$ cat src/verilog/icache_pkg.sv
`default_nettype none

package icache_pkg;

	// fetch addresses are byte addresses of 32-bit instructions
	localparam int ADDR_W = 32;
	localparam int INST_W = 32;

	// line format is fixed
	// four beats per refill and a 4-bit victim rotation depend on it
	localparam int LINE_BYTES = 16;
	localparam int WORDS_PER_LINE = 4;
	localparam int NUM_WAYS = 4;

	// derived address fields
	localparam int OFFSET_W = $clog2(LINE_BYTES);
	localparam int WORD_SEL_W = $clog2(WORDS_PER_LINE);
	localparam int LINE_ADDR_W = ADDR_W - OFFSET_W;

	// request from the fetch stage
	typedef struct packed {
		logic [ADDR_W-1:0] addr;
	} fetch_req_t;

	// answer to decode, word tells which slot of the line it came from
	typedef struct packed {
		logic [INST_W-1:0]     inst;
		logic [WORD_SEL_W-1:0] word;
	} fetch_resp_t;

	// line fetch toward the backing memory
	typedef struct packed {
		logic [LINE_ADDR_W-1:0] line_addr;
	} mem_req_t;

	// one returned word, last marks the fourth beat
	typedef struct packed {
		logic [INST_W-1:0] data;
		logic              last;
	} mem_beat_t;

	// word 0 sits in the low slot
	typedef logic [WORDS_PER_LINE-1:0][INST_W-1:0] line_t;

	// one bit per way, for hit vectors and the victim pointer
	typedef logic [NUM_WAYS-1:0] way_onehot_t;

	typedef enum logic [2:0] {
		IDLE,
		LOOKUP,
		MISS_REQ,
		REFILL,
		FILL,
		RESPOND
	} cache_state_e;

endpackage

`default_nettype wire

$ cat src/verilog/icache_refill.sv
`timescale 1ns/1ps
`default_nettype none

module icache_refill #(
	parameter int MEM_CREDITS = 2
) (
	input  wire                         clk,
	input  wire                         rst,
	input  wire                         refill_start,
	input  wire icache_pkg::fetch_req_t miss_addr,
	output logic                        mem_req_valid,
	output icache_pkg::mem_req_t        mem_req,
	input  wire                         mem_credit,
	input  wire                         mem_beat_valid,
	input  wire icache_pkg::mem_beat_t  mem_beat,
	output icache_pkg::line_t           line,
	output logic                        line_done
);

	localparam int CRED_W = $clog2(MEM_CREDITS + 1);

	logic [CRED_W-1:0] credits;
	logic pending;
	logic issue;

	// request waits here until the memory has a free slot
	assign issue = pending && (credits != '0);
	assign mem_req_valid = issue;

	// one credit spent per request, one back per memory pulse
	always_ff @(posedge clk) begin
		if (rst)
			credits <= CRED_W'(MEM_CREDITS);
		else
			credits <= credits - CRED_W'(issue) + CRED_W'(mem_credit);
	end

	always_ff @(posedge clk) begin
		if (rst)
			pending <= 1'b0;
		else if (refill_start)
			pending <= 1'b1;
		else if (issue)
			pending <= 1'b0;
	end

	// line address held with the pending request
	always_ff @(posedge clk) begin
		if (refill_start)
			mem_req.line_addr <= miss_addr.addr[icache_pkg::ADDR_W-1:icache_pkg::OFFSET_W];
	end

	// beats shift in from the top, word 0 ends up in the low slot
	always_ff @(posedge clk) begin
		if (mem_beat_valid)
			line <= {mem_beat.data, line[icache_pkg::WORDS_PER_LINE-1:1]};
	end

	// done one cycle after the last beat, when the line is complete
	always_ff @(posedge clk) begin
		if (rst)
			line_done <= 1'b0;
		else
			line_done <= mem_beat_valid && mem_beat.last;
	end

	// memory must not return more credits than it was given
	a_credit_max: assert property (@(posedge clk) disable iff (rst)
		credits <= CRED_W'(MEM_CREDITS));

	// an empty counter only refills from a returned credit
	a_credit_min: assert property (@(posedge clk) disable iff (rst)
		credits == '0 && !mem_credit |=> credits == '0);

endmodule

`default_nettype wire

$ cat config.mk
export PLATFORM = sky130hd
export DESIGN_NAME = icache_refill
export DESIGN_NICKNAME = d
export VERILOG_FILES = /design/src/verilog/icache_pkg.sv /design/src/verilog/icache_refill.sv
export SDC_FILE = /design/constraint.sdc
export NUM_CORES = 1
export LEC_CHECK = 0
export BUFFER_PORTS_ARGS = -buffer_cell sky130_fd_sc_hd__buf_2
export CORE_ASPECT_RATIO = 0.9
export CORE_MARGIN = 8
export CORE_UTILIZATION = 46
export DETAILED_ROUTE_END_ITERATION = 7
export PLACE_DENSITY_LB_ADDON = 0.15
export SETUP_SLACK_MARGIN = 0.3
export SLEW_MARGIN = 20
export SYNTH_ARGS = -nofsm -noshare
export SYNTH_HDL_FRONTEND = slang
export SYNTH_SLANG_ARGS = --single-unit
export TNS_END_PERCENT = 50
$ cat constraint.sdc
create_clock -name clk -period 1.4 [get_ports clk]
set_input_delay 0.21 -clock clk [delete_from_list [all_inputs] [get_ports clk]]
set_output_delay 0.21 -clock clk [all_outputs]
set_load 0.03 [all_outputs]
==> impl_metrics.toml <==
[global_routing]
grt_pass1_wl_microns = 18690
grtUsageTotal = 0.1781
grt-ovfl-total = 0
grt_max_degree = 58
first_global_vias = 3373
grt_antenna_before_repair = 0

[timing]
fin_skew_ns = 0.007226
timing.fmax_mhz = 745.6
setup_viol = 0
relSlewSlack = 0.8025
slew_violations = 0
fin_crit_sh = 0.9580
finalHoldViolCount = 0
fin_hold_ws_ns = 0.002476
fin_crit_ns = 1.341
rsz0062_at_grt = "true"
tns_ns = 0
worstMarginPinSlew_ns = 0.2963

[cells_and_area]
syn_to_final_growth_pct = 72.74
seq_area_sq_um = 4767
n_antenna_cell = 0
fin_nets = 589
multi_input_area_sq_um = 128.9
fillers = 508
drive_above_1_share = 0.5623

[critical_path]
crit_fanout = 2
critPathLaunchType = "flop"
critPathKind = "reg2reg"
worstPathCellList = "o21a_4 -> ha_4 -> inv_2 -> ha_4 -> xnor3_1 -> nand2b_1"
cp-startpoint = "credits[1]$_SDFF_PP1_"
r2r_cells = 6
reg2reg_slack_ns = 0.06
cpMostUsedCell = "ha_4"
critPathSlowestCell = "dfxtp_2"
critical_path.max_stage_delay_ns = 0.32
cp.required_ns = 1.71
timing.rr.start = "credits[1]$_SDFF_PP1_"
endpoint_kind = "flop"
cp.arrival_ns = 1.65
r2r_end = "credits[1]$_SDFF_PP1_"

[clock_network]
numClockSinks = 160
cts_hold_buf = 61
cts_buffers = 17
cts_tree = "built"
clk_pin_slew_ns = 0.06
clk_latency_ns = 0.42
cts-root-buf = "clkbuf_16"
cts_max_level = 4
clock_path_buffers = 2

[synthesis]
synth_area_per_cell_sq_um = 28.12
syn_inst = 173
yosysUniqueCellTypes = 12
ys_seq_elements = 160
yosysWarnings = 0
syn_area_sq_um = 4865
syn-num-nets = 245
synth_seq_area_share = 0.9794

[route]
postRouteWirelength_microns = 12840
drc = 0
vias = 3046
wl_per_cell_microns = 19.48
drt-initial-drc-count = 189
via_per_inst = 4.622
detail-route-antenna-nets = 0
drtPass1Iterations = 4

[min_path]
hold_class = "in2reg"
min_from = "rst"
hold_end = "credits[0]$_SDFF_PP0_"
hold_depth = 2

[pwr]
switchingPower_mw = 2.940
p_int_mw = 9.633
leakagePower_nw = 3.485
powerDensity_nw_per_um2 = 1496
share_comb_of_total_power = 0.147
ir_worst_vdd_v = 0.001229
swShare = 0.2338
p_clk_frac = 0.387
pwr-share-seq = 0.466

[floorplanning]
initial_utilization = 0.4727
die_area_sq_um = 14130
die_y_microns = 113.6
ioPinCount = 228
die_x_microns = 124.4
core_sq_um = 10290
row_count = 35

[outcome]
status = "finished, final reports clean"

[placement]
place_congestion = 0.6889
portBuffers = 223

[run]
drv_cap = 0
==> flip-flops by register name (all words and copies together) (netlist names) <==
signal	count
credits	2
mem_req	28
line_done	1
pending	1
line	128
==> how the worst max path moves through the flow <==
stage / end / slack (ns) / cells after the start
after floorplan: credits[1]$_SDFF_PP1_ / 0.04 / 6
after detailed placement: credits[1]$_SDFF_PP1_ / 0.05 / 6
after global routing: credits[1]$_SDFF_PP1_ / 0.03 / 6
after CTS: credits[1]$_SDFF_PP1_ / 0.05 / 6
after global placement: credits[1]$_SDFF_PP1_ / 0.08 / 6
final: credits[1]$_SDFF_PP1_ / 0.06 / 6
==> synth_stat cells (all sizes together) <==
library cell	instances	area share
dfxtp	4	0.016
nand2b	1	0.0013
inv	3	0.0023
nor2b	1	0.0013
nor2	1	0.00077
o21a	1	0.0015
edfxtp	156	0.96
ha	2	0.0051
a21oi	1	0.0010
nand2	1	0.00077
or3b	1	0.0018
xnor3	1	0.0046
==> cell families (layout without fill, tap and decap cells) <==
kind of cell / Yosys count / after routing / synth area share
compound gates: 2 / 2 / 0.002572
xor+xnor: 1 / 1 / 0.004629
fa+ha+maj: 2 / 2 / 0.005143
buf+inv: 3 / 360 / 0.002315
flops: 160 / 160 / 0.9794
simple gates: 5 / 5 / 0.005916
==> what timing repair did <==
item | in CTS | in global routing
hold endpoints to repair | 64 | 2
pin swaps | 2 | 1
resized for setup | 159 | 73
buffers inserted | 23 | 13
setup endpoints to repair | 160 | 160
==> layer usage <==
metal / wire [microns] / vias to the layer above / GRT usage
met1: 4214 / 1486 / 0.1600
li1: - / 1380 / -
met5: 0 / - / 0
met4: 396 / 0 / 0.08901
met2: 7026 / 142 / 0.3111
met3: 1199 / 38 / 0.1066
==> cells in the final DEF (no fill, tap or decap), drive strengths merged <==
| master | netlist | final |
|---|---|---|
| nand2b | 1 | 1 |
| dlygate4sd3 | 0 | 61 |
| edfxtp | 156 | 156 |
| dfxtp | 4 | 4 |
| xnor3 | 1 | 1 |
| nor2b | 1 | 1 |
| buf | 0 | 264 |
| ha | 2 | 2 |
| o21a | 1 | 1 |
| clkinvlp | 0 | 3 |
| nor2 | 1 | 1 |
| or3b | 1 | 1 |
| a21oi | 1 | 1 |
| bufinv | 0 | 5 |
| inv | 3 | 3 |
| clkinv | 0 | 4 |
| clkbuf | 0 | 20 |
| nand2 | 1 | 1 |
==> per-stage QoR <==
stage / power, mW / setup WS [ns] / instance area [sq um] / util / instances
floorplan: 6.650 / 0.04249 / 4888 / - / 173
global placement: 7.176 / 0.08286 / 6243 / 0.6067 / 530
detailed placement: 7.218 / 0.04908 / 6243 / 0.6067 / 530
CTS: 12.54 / 0.05110 / 8153 / 0.7922 / 646
global route: 12.96 / 0.02626 / 8403 / 0.8165 / 659
finish: 12.57 / 0.05882 / 8403 / 0.8165 / 659
==> critical path: cells and delay by family, from the launching register on <==
kind                       cells  cell delay, ns
and+or+nand+nor                1            0.05
xor gates and xnor gates       1            0.20
DFF                            1            0.32
AOI/OAI and AO/OA              1            0.22
buffers and inverters          1            0.04
adders and majority gates      2            0.40
==> area by class of cell <==
class,instances,area share
inverter,3,0.001340
clock inverter,12,0.02263
sequential,160,0.5673
tap,129,0.01921
multi-input combinational,10,0.01534
clock buffer,20,0.05197
timing repair buffer,325,0.3222
==> power groups by stage <==
stage	Combinational [mW]	Clock [mW]	Sequential, mW
floorplan	0.110	0	6.54
global placement	1.30	0	5.88
detailed placement	1.32	0	5.90
CTS	1.74	4.96	5.84
global route	1.92	5.15	5.89
finish	1.84	4.87	5.86
Note: power is estimated with default switching activity, not from simulation.
