**config.mk**
```make
export PLATFORM = sky130hd
export DESIGN_NAME = icache_ctrl
export DESIGN_NICKNAME = d
export VERILOG_FILES = /design/src/verilog/icache_pkg.sv /design/src/verilog/icache_ctrl.sv
export SDC_FILE = /design/constraint.sdc
export NUM_CORES = 1
export LEC_CHECK = 0
export ABC_AREA = 1
export BUFFER_PORTS_ARGS = -buffer_cell sky130_fd_sc_hd__buf_2
export CORE_AREA = 2 2 101 103
export CTS_BUF_LIST = sky130_fd_sc_hd__clkbuf_4
export DETAILED_ROUTE_END_ITERATION = 8
export DIE_AREA = 0 0 103 105
export GPL_TIMING_DRIVEN = 0
export HOLD_SLACK_MARGIN = 0.02
export MAX_ROUTING_LAYER = met4
export PLACE_DENSITY_LB_ADDON = 0.2
export SLEW_MARGIN = 0
export SYNTH_ARGS = -nofsm -noshare
export SYNTH_HDL_FRONTEND = slang
export SYNTH_SLANG_ARGS = --single-unit
```
**constraint.sdc**
```tcl
create_clock -name clk -period 2.1 [get_ports clk]
set_input_delay 0.21 -clock clk [delete_from_list [all_inputs] [get_ports clk]]
set_output_delay 0.21 -clock clk [all_outputs]
set_load 0.02 [all_outputs]
```
**src/verilog/icache_pkg.sv**
```systemverilog
`default_nettype none

package icache_pkg;

	// fetch addresses are byte addresses of 32-bit instructions
	localparam int ADDR_W = 32;
	localparam int INST_W = 32;

	// line format is fixed
	// four beats per refill and a 4-bit victim rotation depend on it
	localparam int LINE_BYTES = 16;
	localparam int WORDS_PER_LINE = 4;
	localparam int NUM_WAYS = 4;

	// derived address fields
	localparam int OFFSET_W = $clog2(LINE_BYTES);
	localparam int WORD_SEL_W = $clog2(WORDS_PER_LINE);
	localparam int LINE_ADDR_W = ADDR_W - OFFSET_W;

	// request from the fetch stage
	typedef struct packed {
		logic [ADDR_W-1:0] addr;
	} fetch_req_t;

	// answer to decode, word tells which slot of the line it came from
	typedef struct packed {
		logic [INST_W-1:0]     inst;
		logic [WORD_SEL_W-1:0] word;
	} fetch_resp_t;

	// line fetch toward the backing memory
	typedef struct packed {
		logic [LINE_ADDR_W-1:0] line_addr;
	} mem_req_t;

	// one returned word, last marks the fourth beat
	typedef struct packed {
		logic [INST_W-1:0] data;
		logic              last;
	} mem_beat_t;

	// word 0 sits in the low slot
	typedef logic [WORDS_PER_LINE-1:0][INST_W-1:0] line_t;

	// one bit per way, for hit vectors and the victim pointer
	typedef logic [NUM_WAYS-1:0] way_onehot_t;

	typedef enum logic [2:0] {
		IDLE,
		LOOKUP,
		MISS_REQ,
		REFILL,
		FILL,
		RESPOND
	} cache_state_e;

endpackage

`default_nettype wire

```
**src/verilog/icache_ctrl.sv**
```systemverilog
`timescale 1ns/1ps
`default_nettype none

module icache_ctrl #(
	parameter int SETS = 64
) (
	input  wire                          clk,
	input  wire                          rst,
	input  wire                          flush,
	input  wire                          req_valid,
	input  wire icache_pkg::fetch_req_t  req,
	output logic                         req_ready,
	output logic                         resp_valid,
	output icache_pkg::fetch_resp_t      resp,
	input  wire                          resp_ready,
	input  wire icache_pkg::way_onehot_t hit,
	output logic                         lookup,
	output logic                         fill,
	output logic                         rd_en,
	output logic                         wr_en,
	output icache_pkg::way_onehot_t      way_sel,
	input  wire icache_pkg::way_onehot_t victim,
	output logic                         refill_start,
	input  wire                          line_done,
	input  wire icache_pkg::line_t       rdata,
	output logic [$clog2(SETS)-1:0]      index,
	output icache_pkg::fetch_req_t       lookup_addr
);

	localparam int IDX_W = $clog2(SETS);

	icache_pkg::cache_state_e state;
	icache_pkg::cache_state_e state_next;
	logic init_done;
	logic killed;
	logic any_hit;
	logic accept;
	logic [icache_pkg::WORD_SEL_W-1:0] word_sel;

	assign any_hit = |hit;

	// open in idle, or in respond on the cycle the response leaves
	// a flush cycle never takes a new fetch
	assign req_ready = init_done && !flush &&
		((state == icache_pkg::IDLE) ||
		 (state == icache_pkg::RESPOND && resp_ready));
	assign accept = req_valid && req_ready;

	// strobes toward the arrays and the refill path
	assign lookup = (state == icache_pkg::LOOKUP);
	assign fill = (state == icache_pkg::FILL);
	assign rd_en = lookup && any_hit;
	assign wr_en = fill;
	assign refill_start = (state == icache_pkg::MISS_REQ);
	// hit way on a read, victim way on a fill
	assign way_sel = fill ? victim : hit;

	assign index = lookup_addr.addr[icache_pkg::OFFSET_W +: IDX_W];

	// response is the registered line picked by the registered word offset
	assign word_sel = lookup_addr.addr[2 +: icache_pkg::WORD_SEL_W];
	assign resp_valid = (state == icache_pkg::RESPOND);
	assign resp.word = word_sel;
	assign resp.inst = rdata[word_sel];

	always_comb begin
		state_next = state;
		case (state)
			icache_pkg::IDLE: begin
				if (accept)
					state_next = icache_pkg::LOOKUP;
			end
			icache_pkg::LOOKUP: begin
				// a miss keeps going under flush so the line still lands
				if (!any_hit)
					state_next = icache_pkg::MISS_REQ;
				else if (flush)
					state_next = icache_pkg::IDLE;
				else
					state_next = icache_pkg::RESPOND;
			end
			icache_pkg::MISS_REQ: state_next = icache_pkg::REFILL;
			icache_pkg::REFILL: begin
				if (line_done)
					state_next = icache_pkg::FILL;
			end
			icache_pkg::FILL: begin
				// killed miss ends silently after the write
				if (killed || flush)
					state_next = icache_pkg::IDLE;
				else
					state_next = icache_pkg::RESPOND;
			end
			icache_pkg::RESPOND: begin
				if (flush)
					state_next = icache_pkg::IDLE;
				else if (accept)
					state_next = icache_pkg::LOOKUP;
				else if (resp_ready)
					state_next = icache_pkg::IDLE;
			end
			default: state_next = icache_pkg::IDLE;
		endcase
	end

	always_ff @(posedge clk) begin
		if (rst) begin
			state <= icache_pkg::IDLE;
			init_done <= 1'b0;
			killed <= 1'b0;
		end else begin
			state <= state_next;
			init_done <= 1'b1;
			// remember a flush that hit while the miss was in flight
			if (accept)
				killed <= 1'b0;
			else if (fill)
				killed <= 1'b0;
			else if (flush && (lookup || refill_start || state == icache_pkg::REFILL))
				killed <= 1'b1;
		end
	end

	// accepted fetch address, also the miss address during refill
	always_ff @(posedge clk) begin
		if (accept)
			lookup_addr <= req;
	end

	// decode must see the same word until it takes it
	a_resp_hold: assert property (@(posedge clk) disable iff (rst)
		resp_valid && !resp_ready && !flush |=> resp_valid && $stable(resp));

endmodule

`default_nettype wire

```
==> impl_metrics.csv, run 1 <==
group,metric,value,unit
sta,finalClockSkew,0.00940,ns
sta,fin_crit_sh,94.7,%
power_and_ir_drop,irDropWorstVdd,0.425,mV
cts,clkSinkCount,37,
sta,hold_viol,0,
power_and_ir_drop,power_density,462,nW/µm²
drt,via_per_inst,4.50,
global_routing,antenna_found_initial,0,
drt,wl_per_cell,13.4,µm
drt,drtAntennaViolNets,0,
yosys,ys_types,25,
power_and_ir_drop,p_total,0.00188,W
cts,cts_buffers,5,
sta,grt_setup_unrepaired,"no",
setup_path,max_stage_delay,0.49,ns
place,port_buffers,256,
floorplan,rows,36,
sta,slew_violations,0,
global_routing,grt_start_max_net_pins,33,
yosys,syn_nets,471,
drt,drt_iter0_drc,150,
cts,htreeDepth,2,
power_and_ir_drop,p_leak,2.03,nW
cts,cts.clk_slew.worst_paths,0.11,ns
cells_and_area,area.sequential,1060,µm²
yosys,yosys_warnings,0,
sta,worst_slew_pin_slew,0.412,ns
drt,dr_total_vias,3213,
cells_and_area,multi_input_area,1050,µm²
floorplan,ios,257,
sta,setup_viol,0,
run_status,status,"finished clean",
setup_path,cp_slowest_cell,"edfxtp_1",
cells_and_area,area_growth,75.0,%
setup_path,crit_fanout,10,
cells_and_area,final_util,42.1,%
floorplan,die_h,105,µm
sta,min_period,1.99,ns
setup_path,crit_required,1.89,ns
setup_path,crit_arrival,1.78,ns
cells_and_area,drive_gt1_share,53.5,%
drt,drcViolationCount,0,
global_routing,overflow,0,
cts,clockRootBuffer,"clkbuf_4",
place,dp_hpwl,7.59,mm
sta,max_freq,503,MHz
place,place.gp.congestion,0.868,
place,placed_area,3770,µm²
global_routing,first_global_vias,3049,
global_routing,grtUsageTotal,16.5,%
cells_and_area,diodes,0,
cells_and_area,finalNetCount,754,
floorplan,core-area,9640,µm²
global_routing,grt_first_pass_wirelength,13.9,mm
sta,maxSlewHeadroom,72.5,%
yosys,syn_area_per_cell,7.81,µm²
drt,wl,9.55,mm
worst_hold_path,hold_path.class,"input port to flip-flop",
setup_path,cp-start-kind,"flip-flop",
cts,clk_path_buf_depth,2,
floorplan,start_util,24.1,%
setup_path,cp-end-kind,"primary output",
yosys,ys_ff_latch,37,
cts,worstSkewPairLatency,0.33,ns
floorplan,die_x,103,µm
drt,drt_first_pass_iters,6,
floorplan,fp.dieArea,10800,µm²
setup_path,path_cells,"clkbuf_1 > o21ai_0 > o22ai_1 > buf_2",
cells_and_area,most-common-layout-cells,"255 x buf_2, 70 x nor2_1, 63 x o21ai_0, 32 x edfxtp_1, 31 x o22ai_1",
cts,cts_tree,"yes",
setup_path,cp_num_buf_inv,2,
flow_run,timing.max_cap.violations,0,
cells_and_area,final_common_cell,"buf_2",
yosys,synthCells,297,
cells_and_area,design_area,4060,µm²
setup_path,critPathKind,"flip-flop to primary output",
setup_path,crit_family,"buffers and inverters",
yosys,syn-cell-area,2320,µm²
yosys,yosysSeqAreaShare,45.7,%
cells_and_area,nFillCells,1048,
==> routing by layer <==
| metal | GRT usage, % | share of wire, % |
|---|---|---|
| met2 | 30.6 | 51 |
| met1 | 17.9 | 40 |
| met4 | 3.48 | 1.2 |
| met5 | - | 0 |
| met3 | 3.34 | 8.2 |
==> per-stage QoR <==
stage	instances	setup TNS [ns]	hold WS, ns	setup slack (ns)
floorplan	297	0	0.272	0.0624
global placement	686	-5.33	0.387	-0.167
detailed placement	686	-5.54	0.388	-0.174
CTS	701	0	0.0214	0.0126
global route	714	0	0.0172	0.00341
finish	714	0	0.0504	0.111
==> kinds of logic (layout without fill, tap and decap cells) <==
| logic type | after synthesis | in the layout | synth area share (%) |
|---|---|---|---|
| and+or+nand+nor | 109 | 109 | 19.5 |
| AOI/OAI and AO/OA | 104 | 104 | 25.4 |
| DFF | 37 | 37 | 45.7 |
| buffers and inverters | 47 | 331 | 9.33 |
==> state kept, by name, indices dropped and copies added, names as in the netlist <==
signal       cells
lookup_addr     32
state            3
init_done        1
killed           1
==> repair_timing <==
action                                 CTS  global route
hold buffers                             6            10
setup endpoints to repair               64            64
gates cloned                             0             1
gates resized for setup                 10            21
setup buffers                            1             2
endpoints found under the hold margin    6            10
==> worst reg2reg max path, stage by stage, from the launching register on <==
cell        delay (ns)
dfxtp_1           0.48
inv_2             0.11
nand2_2           0.12
a21boi_2          0.07
nand2_1           0.23
clkinvlp_4        0.40
==> power breakdown <==
part	internal (W)	switching, W
clock	0.000127	0.000230
sequential	0.000837	0.0000199
combinational	0.000294	0.000368
total	0.00126	0.000618
==> worst paths after layout <==
check                               startpoint         endpoint  slack [ns]  depth (start not counted)
worst max-delay path            lookup_addr[3]         resp[23]        0.11                          4
worst min-delay path                   req[25]  lookup_addr[25]        0.05                          1
worst max register to register        state[2]   lookup_addr[3]        0.36                          5
worst min register to register          killed           killed        0.55                          2
==> cells in the mapped netlist (all sizes together) <==
master	instances	area, µm²
a21boi	1	11.3
a21oi	3	18.8
buf	15	96.3
clkbuf	13	48.8
dfxtp	5	100
edfxtp	32	961
inv	19	71.3
nand2	25	101
nand3	4	25.0
nand4	3	18.8
nor2	75	294
nor3	1	5.00
o2111ai	1	8.76
o21ai	66	330
o22ai	32	200
o31ai	1	21.3
or2	1	8.76
==> final cells by class <==
class	count	area share, %
Timing Repair inverter	1	0.185
Tap cell	133	4.10
Clock inverter	3	0.431
Clock buffer	5	0.924
Sequential cell	37	26.1
Multi-Input combinational cell	213	25.8
Inverter	19	1.91
Timing Repair Buffer	275	36.2
Buffer	28	4.34
No activity file was read; power rests on OpenSTA's default activity.
==> run 2: changes to the inputs <==
--- a/config.mk
+++ b/config.mk
@@ -7,10 +7,11 @@
 export LEC_CHECK = 0
 export ABC_AREA = 1
 export BUFFER_PORTS_ARGS = -buffer_cell sky130_fd_sc_hd__buf_2
-export CORE_AREA = 2 2 101 103
+export CELL_PAD_IN_SITES_DETAIL_PLACEMENT = 1
+export CELL_PAD_IN_SITES_GLOBAL_PLACEMENT = 2
+export CORE_UTILIZATION = 16
 export CTS_BUF_LIST = sky130_fd_sc_hd__clkbuf_4
 export DETAILED_ROUTE_END_ITERATION = 8
-export DIE_AREA = 0 0 103 105
 export GPL_TIMING_DRIVEN = 0
 export HOLD_SLACK_MARGIN = 0.02
 export MAX_ROUTING_LAYER = met4
==> run 2 against run 1 <==
  * First-iteration DRC count down 65%
  * Non-clock buffer count up 8
  * Die area up 39%
  * Largest cell class unchanged
  * Sequential cell count unchanged
  * Via count up 0.40%
  * Design area up 5.4%
  * Worst hold slack worse by 0.012 ns
  * Cell count up 7.8%
  * Register-to-register slack worse by 0.09 ns
  * Largest power group unchanged
==> impl_metrics.csv, run 2 (synthesis results as in run 1) <==
group,metric,value,unit
run_status,status,"finished clean",
cells_and_area,largestRegisters,"lookup_addr (32), state (3)",
place,placed_area,3830,µm²
setup_path,regToRegEndpoint,"lookup_addr[17]",
setup_path,crit_arrival,1.79,ns
cts,cts_buffers,5,
cts,cts_tree,"yes",
drt,via_per_inst,4.19,
setup_path,cp-start-kind,"flip-flop",
floorplan,start_util,16.5,%
cts,clockRootBuffer,"clkbuf_4",
setup_path,rrSetupSlack,0.27,ns
setup_path,crit_required,1.89,ns
place,place_ws,-0.215,ns
sta,setup_viol,0,
sta,hold_viol,0,
setup_path,critPathKind,"flip-flop to primary output",
cells_and_area,largest_reg_flops,32,
cells_and_area,multi_input_area,1050,µm²
sta,worst_slew_pin_slew,0.352,ns
power_and_ir_drop,p_total,0.00219,W
power_and_ir_drop,p_leak,2.10,nW
floorplan,die_x,122,µm
setup_path,path_cells,"buf_4 > clkbuf_2 > o21ai_0 > o22ai_1 > buf_2",
power_and_ir_drop,power_density,510,nW/µm²
global_routing,antenna_found_initial,1,
cells_and_area,area_growth,84.4,%
cells_and_area,design_area,4280,µm²
global_routing,grt_first_pass_wirelength,17.3,mm
drt,wl,11.9,mm
setup_path,rr_worst_depth,5,
global_routing,grt_start_max_net_pins,33,
cts,worstSkewPairLatency,0.34,ns
floorplan,core-area,14000,µm²
setup_path,endpoint,"resp[29]",
global_routing,grtUsageTotal,15.4,%
floorplan,fp.dieArea,15000,µm²
drt,drcViolationCount,0,
setup_path,crit_family,"buffers and inverters",
drt,wl_per_cell,15.5,µm
setup_path,max_stage_delay,0.44,ns
worst_hold_path,hold_path.class,"input port to flip-flop",
global_routing,first_global_vias,3404,
cells_and_area,finalNetCount,762,
setup_path,cp-end-kind,"primary output",
sta,hold-worst-slack,0.0386,ns
cells_and_area,nFillCells,1775,
sta,finalClockSkew,0.0101,ns
place,place.gp.congestion,0.778,
global_routing,overflow,0,
setup_path,r2r-start,"state[2]",
place,port_buffers,256,
sta,maxSlewHeadroom,76.5,%
floorplan,ios,257,
cells_and_area,final_common_cell,"buf_2",
cells_and_area,most-common-layout-cells,"255 x buf_2, 70 x nor2_1, 64 x o21ai_0, 32 x edfxtp_1, 31 x o22ai_1",
cts,clkSinkCount,37,
setup_path,crit_fanout,10,
cells_and_area,drive_gt1_share,53.7,%
cts,cts.clk_slew.worst_paths,0.13,ns
sta,max_freq,501,MHz
cells_and_area,largest-register,"lookup_addr",
setup_path,path_depth,5,
cts,clk_path_buf_depth,2,
sta,setup_tns,0,ns
sta,min_period,2.00,ns
sta,timing.final.ws_setup,0.102,ns
flow_run,timing.max_cap.violations,0,
sta,grt_setup_unrepaired,"yes",
sta,fin_crit_sh,95.1,%
drt,drtAntennaViolNets,0,
setup_path,cp_slowest_cell,"edfxtp_1",
setup_path,cp_num_buf_inv,3,
drt,drt_iter0_drc,52,
cts,htreeDepth,2,
cells_and_area,area.sequential,1060,µm²
place,dp_hpwl,9.54,mm
sta,slew_violations,0,
power_and_ir_drop,irDropWorstVdd,0.408,mV
drt,dr_total_vias,3226,
setup_path,crit_start,"lookup_addr[2]",
floorplan,rows,43,
floorplan,die_h,122,µm
drt,drt_first_pass_iters,4,
[run 2: worst reg2reg max path: cells and delay by family, from the launching register on]
kind | cells | cell delay (ns)
AO/OA/AOI/OAI | 1 | 0.07
buffers and inverters | 2 | 0.52
flip-flops | 1 | 0.51
AND/OR/NAND/NOR | 2 | 0.38
[run 2: metrics by stage]
stage               std cells  utilization, %
floorplan                 297               -
global placement          733            27.3
detailed placement        733            27.3
CTS                       754            29.1
global route              770            30.5
finish                    770            30.5
[run 2: final cells by class]
cell class                 count  share of cell area [%]
sequential                    37                    24.8
tap                          180                    5.26
inverter                      19                    1.90
multi-input combinational    213                    24.5
clock buffer                   5                   0.877
buffer                        27                    4.44
clock inverter                 3                    1.61
timing repair inverter         1                   0.175
antenna                        1                  0.0585
timing repair buffer         284                    36.4
[run 2: repair_timing]
item / CTS / global route
gates resized for setup: 19 / 24
hold buffers: 10 / 14
endpoints found under the setup margin: 64 / 60
setup buffers: 3 / 1
endpoints found under the hold margin: 10 / 14
cloned: 0 / 1
[run 2: metal layers]
layer	global-route usage, %	vias to the layer above	wire, µm
li1	-	1619	-
met1	16.3	1454	4580
met5	-	-	0
met4	4.42	0	225
met2	29.0	137	6370
met3	2.60	16	738
[run 2: where the power goes]
part	total [W]	internal, W	switching [W]
Combinational	0.000694	0.000307	0.000386
Sequential	0.000856	0.000837	0.0000189
Clock	0.000636	0.000375	0.000261
Total	0.00219	0.00152	0.000666
[run 2: worst min-delay path by stage]
stage             from              end  slack [ns]  depth (start not counted)
3_5_place_dp   req[14]  lookup_addr[14]        0.39                          1
2_1_floorplan      rst         state[0]        0.27                          1
6_report        req[3]   lookup_addr[3]        0.04                          1
5_1_grt        req[13]  lookup_addr[13]        0.02                          1
4_1_cts         req[8]   lookup_addr[8]        0.02                          1
3_3_place_gp   req[28]  lookup_addr[28]        0.39                          1
==> run 3: changes to the inputs <==
--- a/config.mk
+++ b/config.mk
@@ -16,6 +16,7 @@
 export HOLD_SLACK_MARGIN = 0.02
 export MAX_ROUTING_LAYER = met4
 export PLACE_DENSITY_LB_ADDON = 0.2
+export RECOVER_POWER = 50
 export SLEW_MARGIN = 0
 export SYNTH_ARGS = -nofsm -noshare
 export SYNTH_HDL_FRONTEND = slang
==> run 3 against run 2 <==
  * First-iteration DRC count up 21%
  * Die area unchanged
  * Via count unchanged
  * Worst hold slack worse by 0.0037 ns
  * Highest routed layer unchanged
  * Design area down 1.2%
  * Total power down 0.27%
  * Combinational power down 1%
  * Largest cell class unchanged
  * Critical endpoint unchanged
  * Sequential cell count unchanged
  * Clock power about the same
  * Sequential power about the same
  * Cell count unchanged
==> impl_metrics.csv, run 3 (synthesis results as in run 1) <==
group,metric,value,unit
run_status,status,"finished clean",
setup_path,crit_required,1.89,ns
setup_path,path_depth,5,
place,placed_area,3830,µm²
setup_path,cp-end-kind,"primary output",
cells_and_area,area_growth,82.2,%
drt,drtAntennaViolNets,0,
sta,grt_setup_unrepaired,"yes",
floorplan,fp.dieArea,15000,µm²
cells_and_area,nFillCells,1797,
sta,max_freq,502,MHz
setup_path,crit_fanout,10,
cells_and_area,finalNetCount,762,
floorplan,ios,257,
sta,maxSlewHeadroom,76.4,%
power_and_ir_drop,irDropWorstVdd,0.406,mV
sta,hold_viol,0,
cts,cts.clk_slew.worst_paths,0.13,ns
cts,worstSkewPairLatency,0.35,ns
cells_and_area,drive_gt1_share,46.9,%
cells_and_area,design_area,4230,µm²
power_and_ir_drop,p_leak,2.00,nW
setup_path,path_cells,"buf_4 > clkbuf_2 > o21ai_0 > o22ai_1 > buf_2",
setup_path,crit_family,"buffers and inverters",
cts,cts_buffers,5,
cts,cts_tree,"yes",
power_and_ir_drop,power.internal,0.00151,W
sta,finalClockSkew,0.00862,ns
cells_and_area,largest_reg_flops,32,
drt,dr_total_vias,3226,
setup_path,rr_worst_depth,5,
floorplan,core-area,14000,µm²
global_routing,grtUsageTotal,15.4,%
drt,via_per_inst,4.19,
power_and_ir_drop,power.switching,0.000669,W
cells_and_area,largestRegisters,"lookup_addr (32), state (3)",
floorplan,die_x,122,µm
sta,setup_viol,0,
drt,drt_first_pass_iters,4,
cts,clk_path_buf_depth,2,
cells_and_area,largest-register,"lookup_addr",
power_and_ir_drop,power_density,515,nW/µm²
drt,wl,11.9,mm
sta,min_period,1.99,ns
setup_path,max_stage_delay,0.44,ns
sta,fin_crit_sh,94.8,%
power_and_ir_drop,p_clk_share,29.3,%
setup_path,crit_start,"lookup_addr[2]",
drt,wl_per_cell,15.5,µm
global_routing,overflow,0,
drt,drt_iter0_drc,63,
setup_path,cp_slowest_cell,"edfxtp_1",
floorplan,rows,43,
global_routing,grt_start_max_net_pins,33,
power_and_ir_drop,sw_frac_of_total,30.7,%
setup_path,crit_arrival,1.78,ns
sta,worst_slew_pin_slew,0.353,ns
place,place.gp.congestion,0.778,
place,dp_hpwl,9.54,mm
global_routing,grt_first_pass_wirelength,17.3,mm
setup_path,cp-start-kind,"flip-flop",
floorplan,die_h,122,µm
power_and_ir_drop,seqPwrFrac,39.3,%
drt,drcViolationCount,0,
setup_path,critPathKind,"flip-flop to primary output",
cts,clockRootBuffer,"clkbuf_4",
cts,htreeDepth,2,
place,port_buffers,256,
cts,clkSinkCount,37,
global_routing,antenna_found_initial,1,
floorplan,start_util,16.5,%
sta,slew_violations,0,
cells_and_area,most-common-layout-cells,"218 x buf_2, 71 x nor2_1, 64 x o21ai_0, 37 x clkbuf_1, 32 x edfxtp_1",
setup_path,rrSetupSlack,0.18,ns
power_and_ir_drop,p_comb_share,31.4,%
setup_path,endpoint,"resp[29]",
sta,hold-worst-slack,0.0348,ns
setup_path,r2r-start,"state[2]",
global_routing,first_global_vias,3404,
setup_path,regToRegEndpoint,"lookup_addr[17]",
worst_hold_path,hold_path.class,"input port to flip-flop",
setup_path,cp_num_buf_inv,3,
cells_and_area,final_common_cell,"buf_2",
flow_run,timing.max_cap.violations,0,
## run 3: changes by cell type in the layout (fill, tap and decap cells not counted)
cell,delta
nand2_2,-1
inv_2,-1
nand2_1,+1
nor2_1,+1
inv_1,+1
buf_2,-37
clkbuf_1,+37
nor2_2,-1
## run 3: what timing repair did
item                       in CTS  in global routing
hold buffers                   10                 14
cloned                          0                  1
hold endpoints to repair       10                 14
setup endpoints to repair      64                 60
setup buffers                   3                  1
gates resized for setup        19                 24
## run 3: worst min-delay path by stage
stage | start | end | slack, ns | cells past startpoint
after global routing | req[13] | lookup_addr[13] | 0.02 | 1
after floorplan | rst | state[0] | 0.27 | 1
after CTS | req[8] | lookup_addr[8] | 0.02 | 1
after global placement | req[28] | lookup_addr[28] | 0.39 | 1
after detailed placement | req[14] | lookup_addr[14] | 0.39 | 1
final | req[3] | lookup_addr[3] | 0.03 | 1
## run 3: per-stage QoR
step	std cells	util (%)	TNS [ns]	total power, W	setup slack (ns)
after global routing	770	30.1	-0.00123	0.00229	-0.00123
after detailed placement	733	27.3	-6.85	0.00152	-0.215
after global placement	733	27.3	-7.21	0.00151	-0.226
after CTS	754	29.1	0	0.00218	0.0169
after floorplan	297	-	0	0.00120	0.0624
final	770	30.1	0	0.00218	0.110
## run 3: layer usage
metal  GRT usage, %  part of all wire, %  wire (µm)  up-vias
li1               -                    -          -     1617
met4           4.42                  1.9        230        0
met2           29.0                   54       6380      137
met3           2.60                  6.2        735       16
met1           16.3                   38       4570     1456
met5              -                    0          0        -
## run 3: power by group through the flow
stage          logic (W)  registers (W)  clock network [W]
2_1_floorplan   0.000302       0.000900                  0
3_3_place_gp    0.000636       0.000874                  0
3_5_place_dp    0.000645       0.000876                  0
4_1_cts         0.000674       0.000856           0.000650
5_1_grt         0.000751       0.000860           0.000680
6_report        0.000684       0.000856           0.000639
## run 3: worst register-to-register path: stages, from the launching register on
cell and delay (ns):
dfxtp_1 0.49, inv_1 0.16, nand2_1 0.18, a21boi_2 0.09, nand2_1 0.24, clkinvlp_4 0.41
## run 3: layout make-up
type | instances | area (µm²) | share of cell area [%]
Tap cell | 180 | 225 | 5.33
Timing Repair inverter | 1 | 7.51 | 0.178
Clock buffer | 5 | 37.5 | 0.888
Antenna cell | 1 | 2.50 | 0.0592
Buffer | 27 | 190 | 4.50
Timing Repair Buffer | 284 | 1510 | 35.7
Clock inverter | 3 | 68.8 | 1.63
Sequential cell | 37 | 1060 | 25.1
Inverter | 19 | 81.3 | 1.92
Multi-Input combinational cell | 213 | 1040 | 24.7
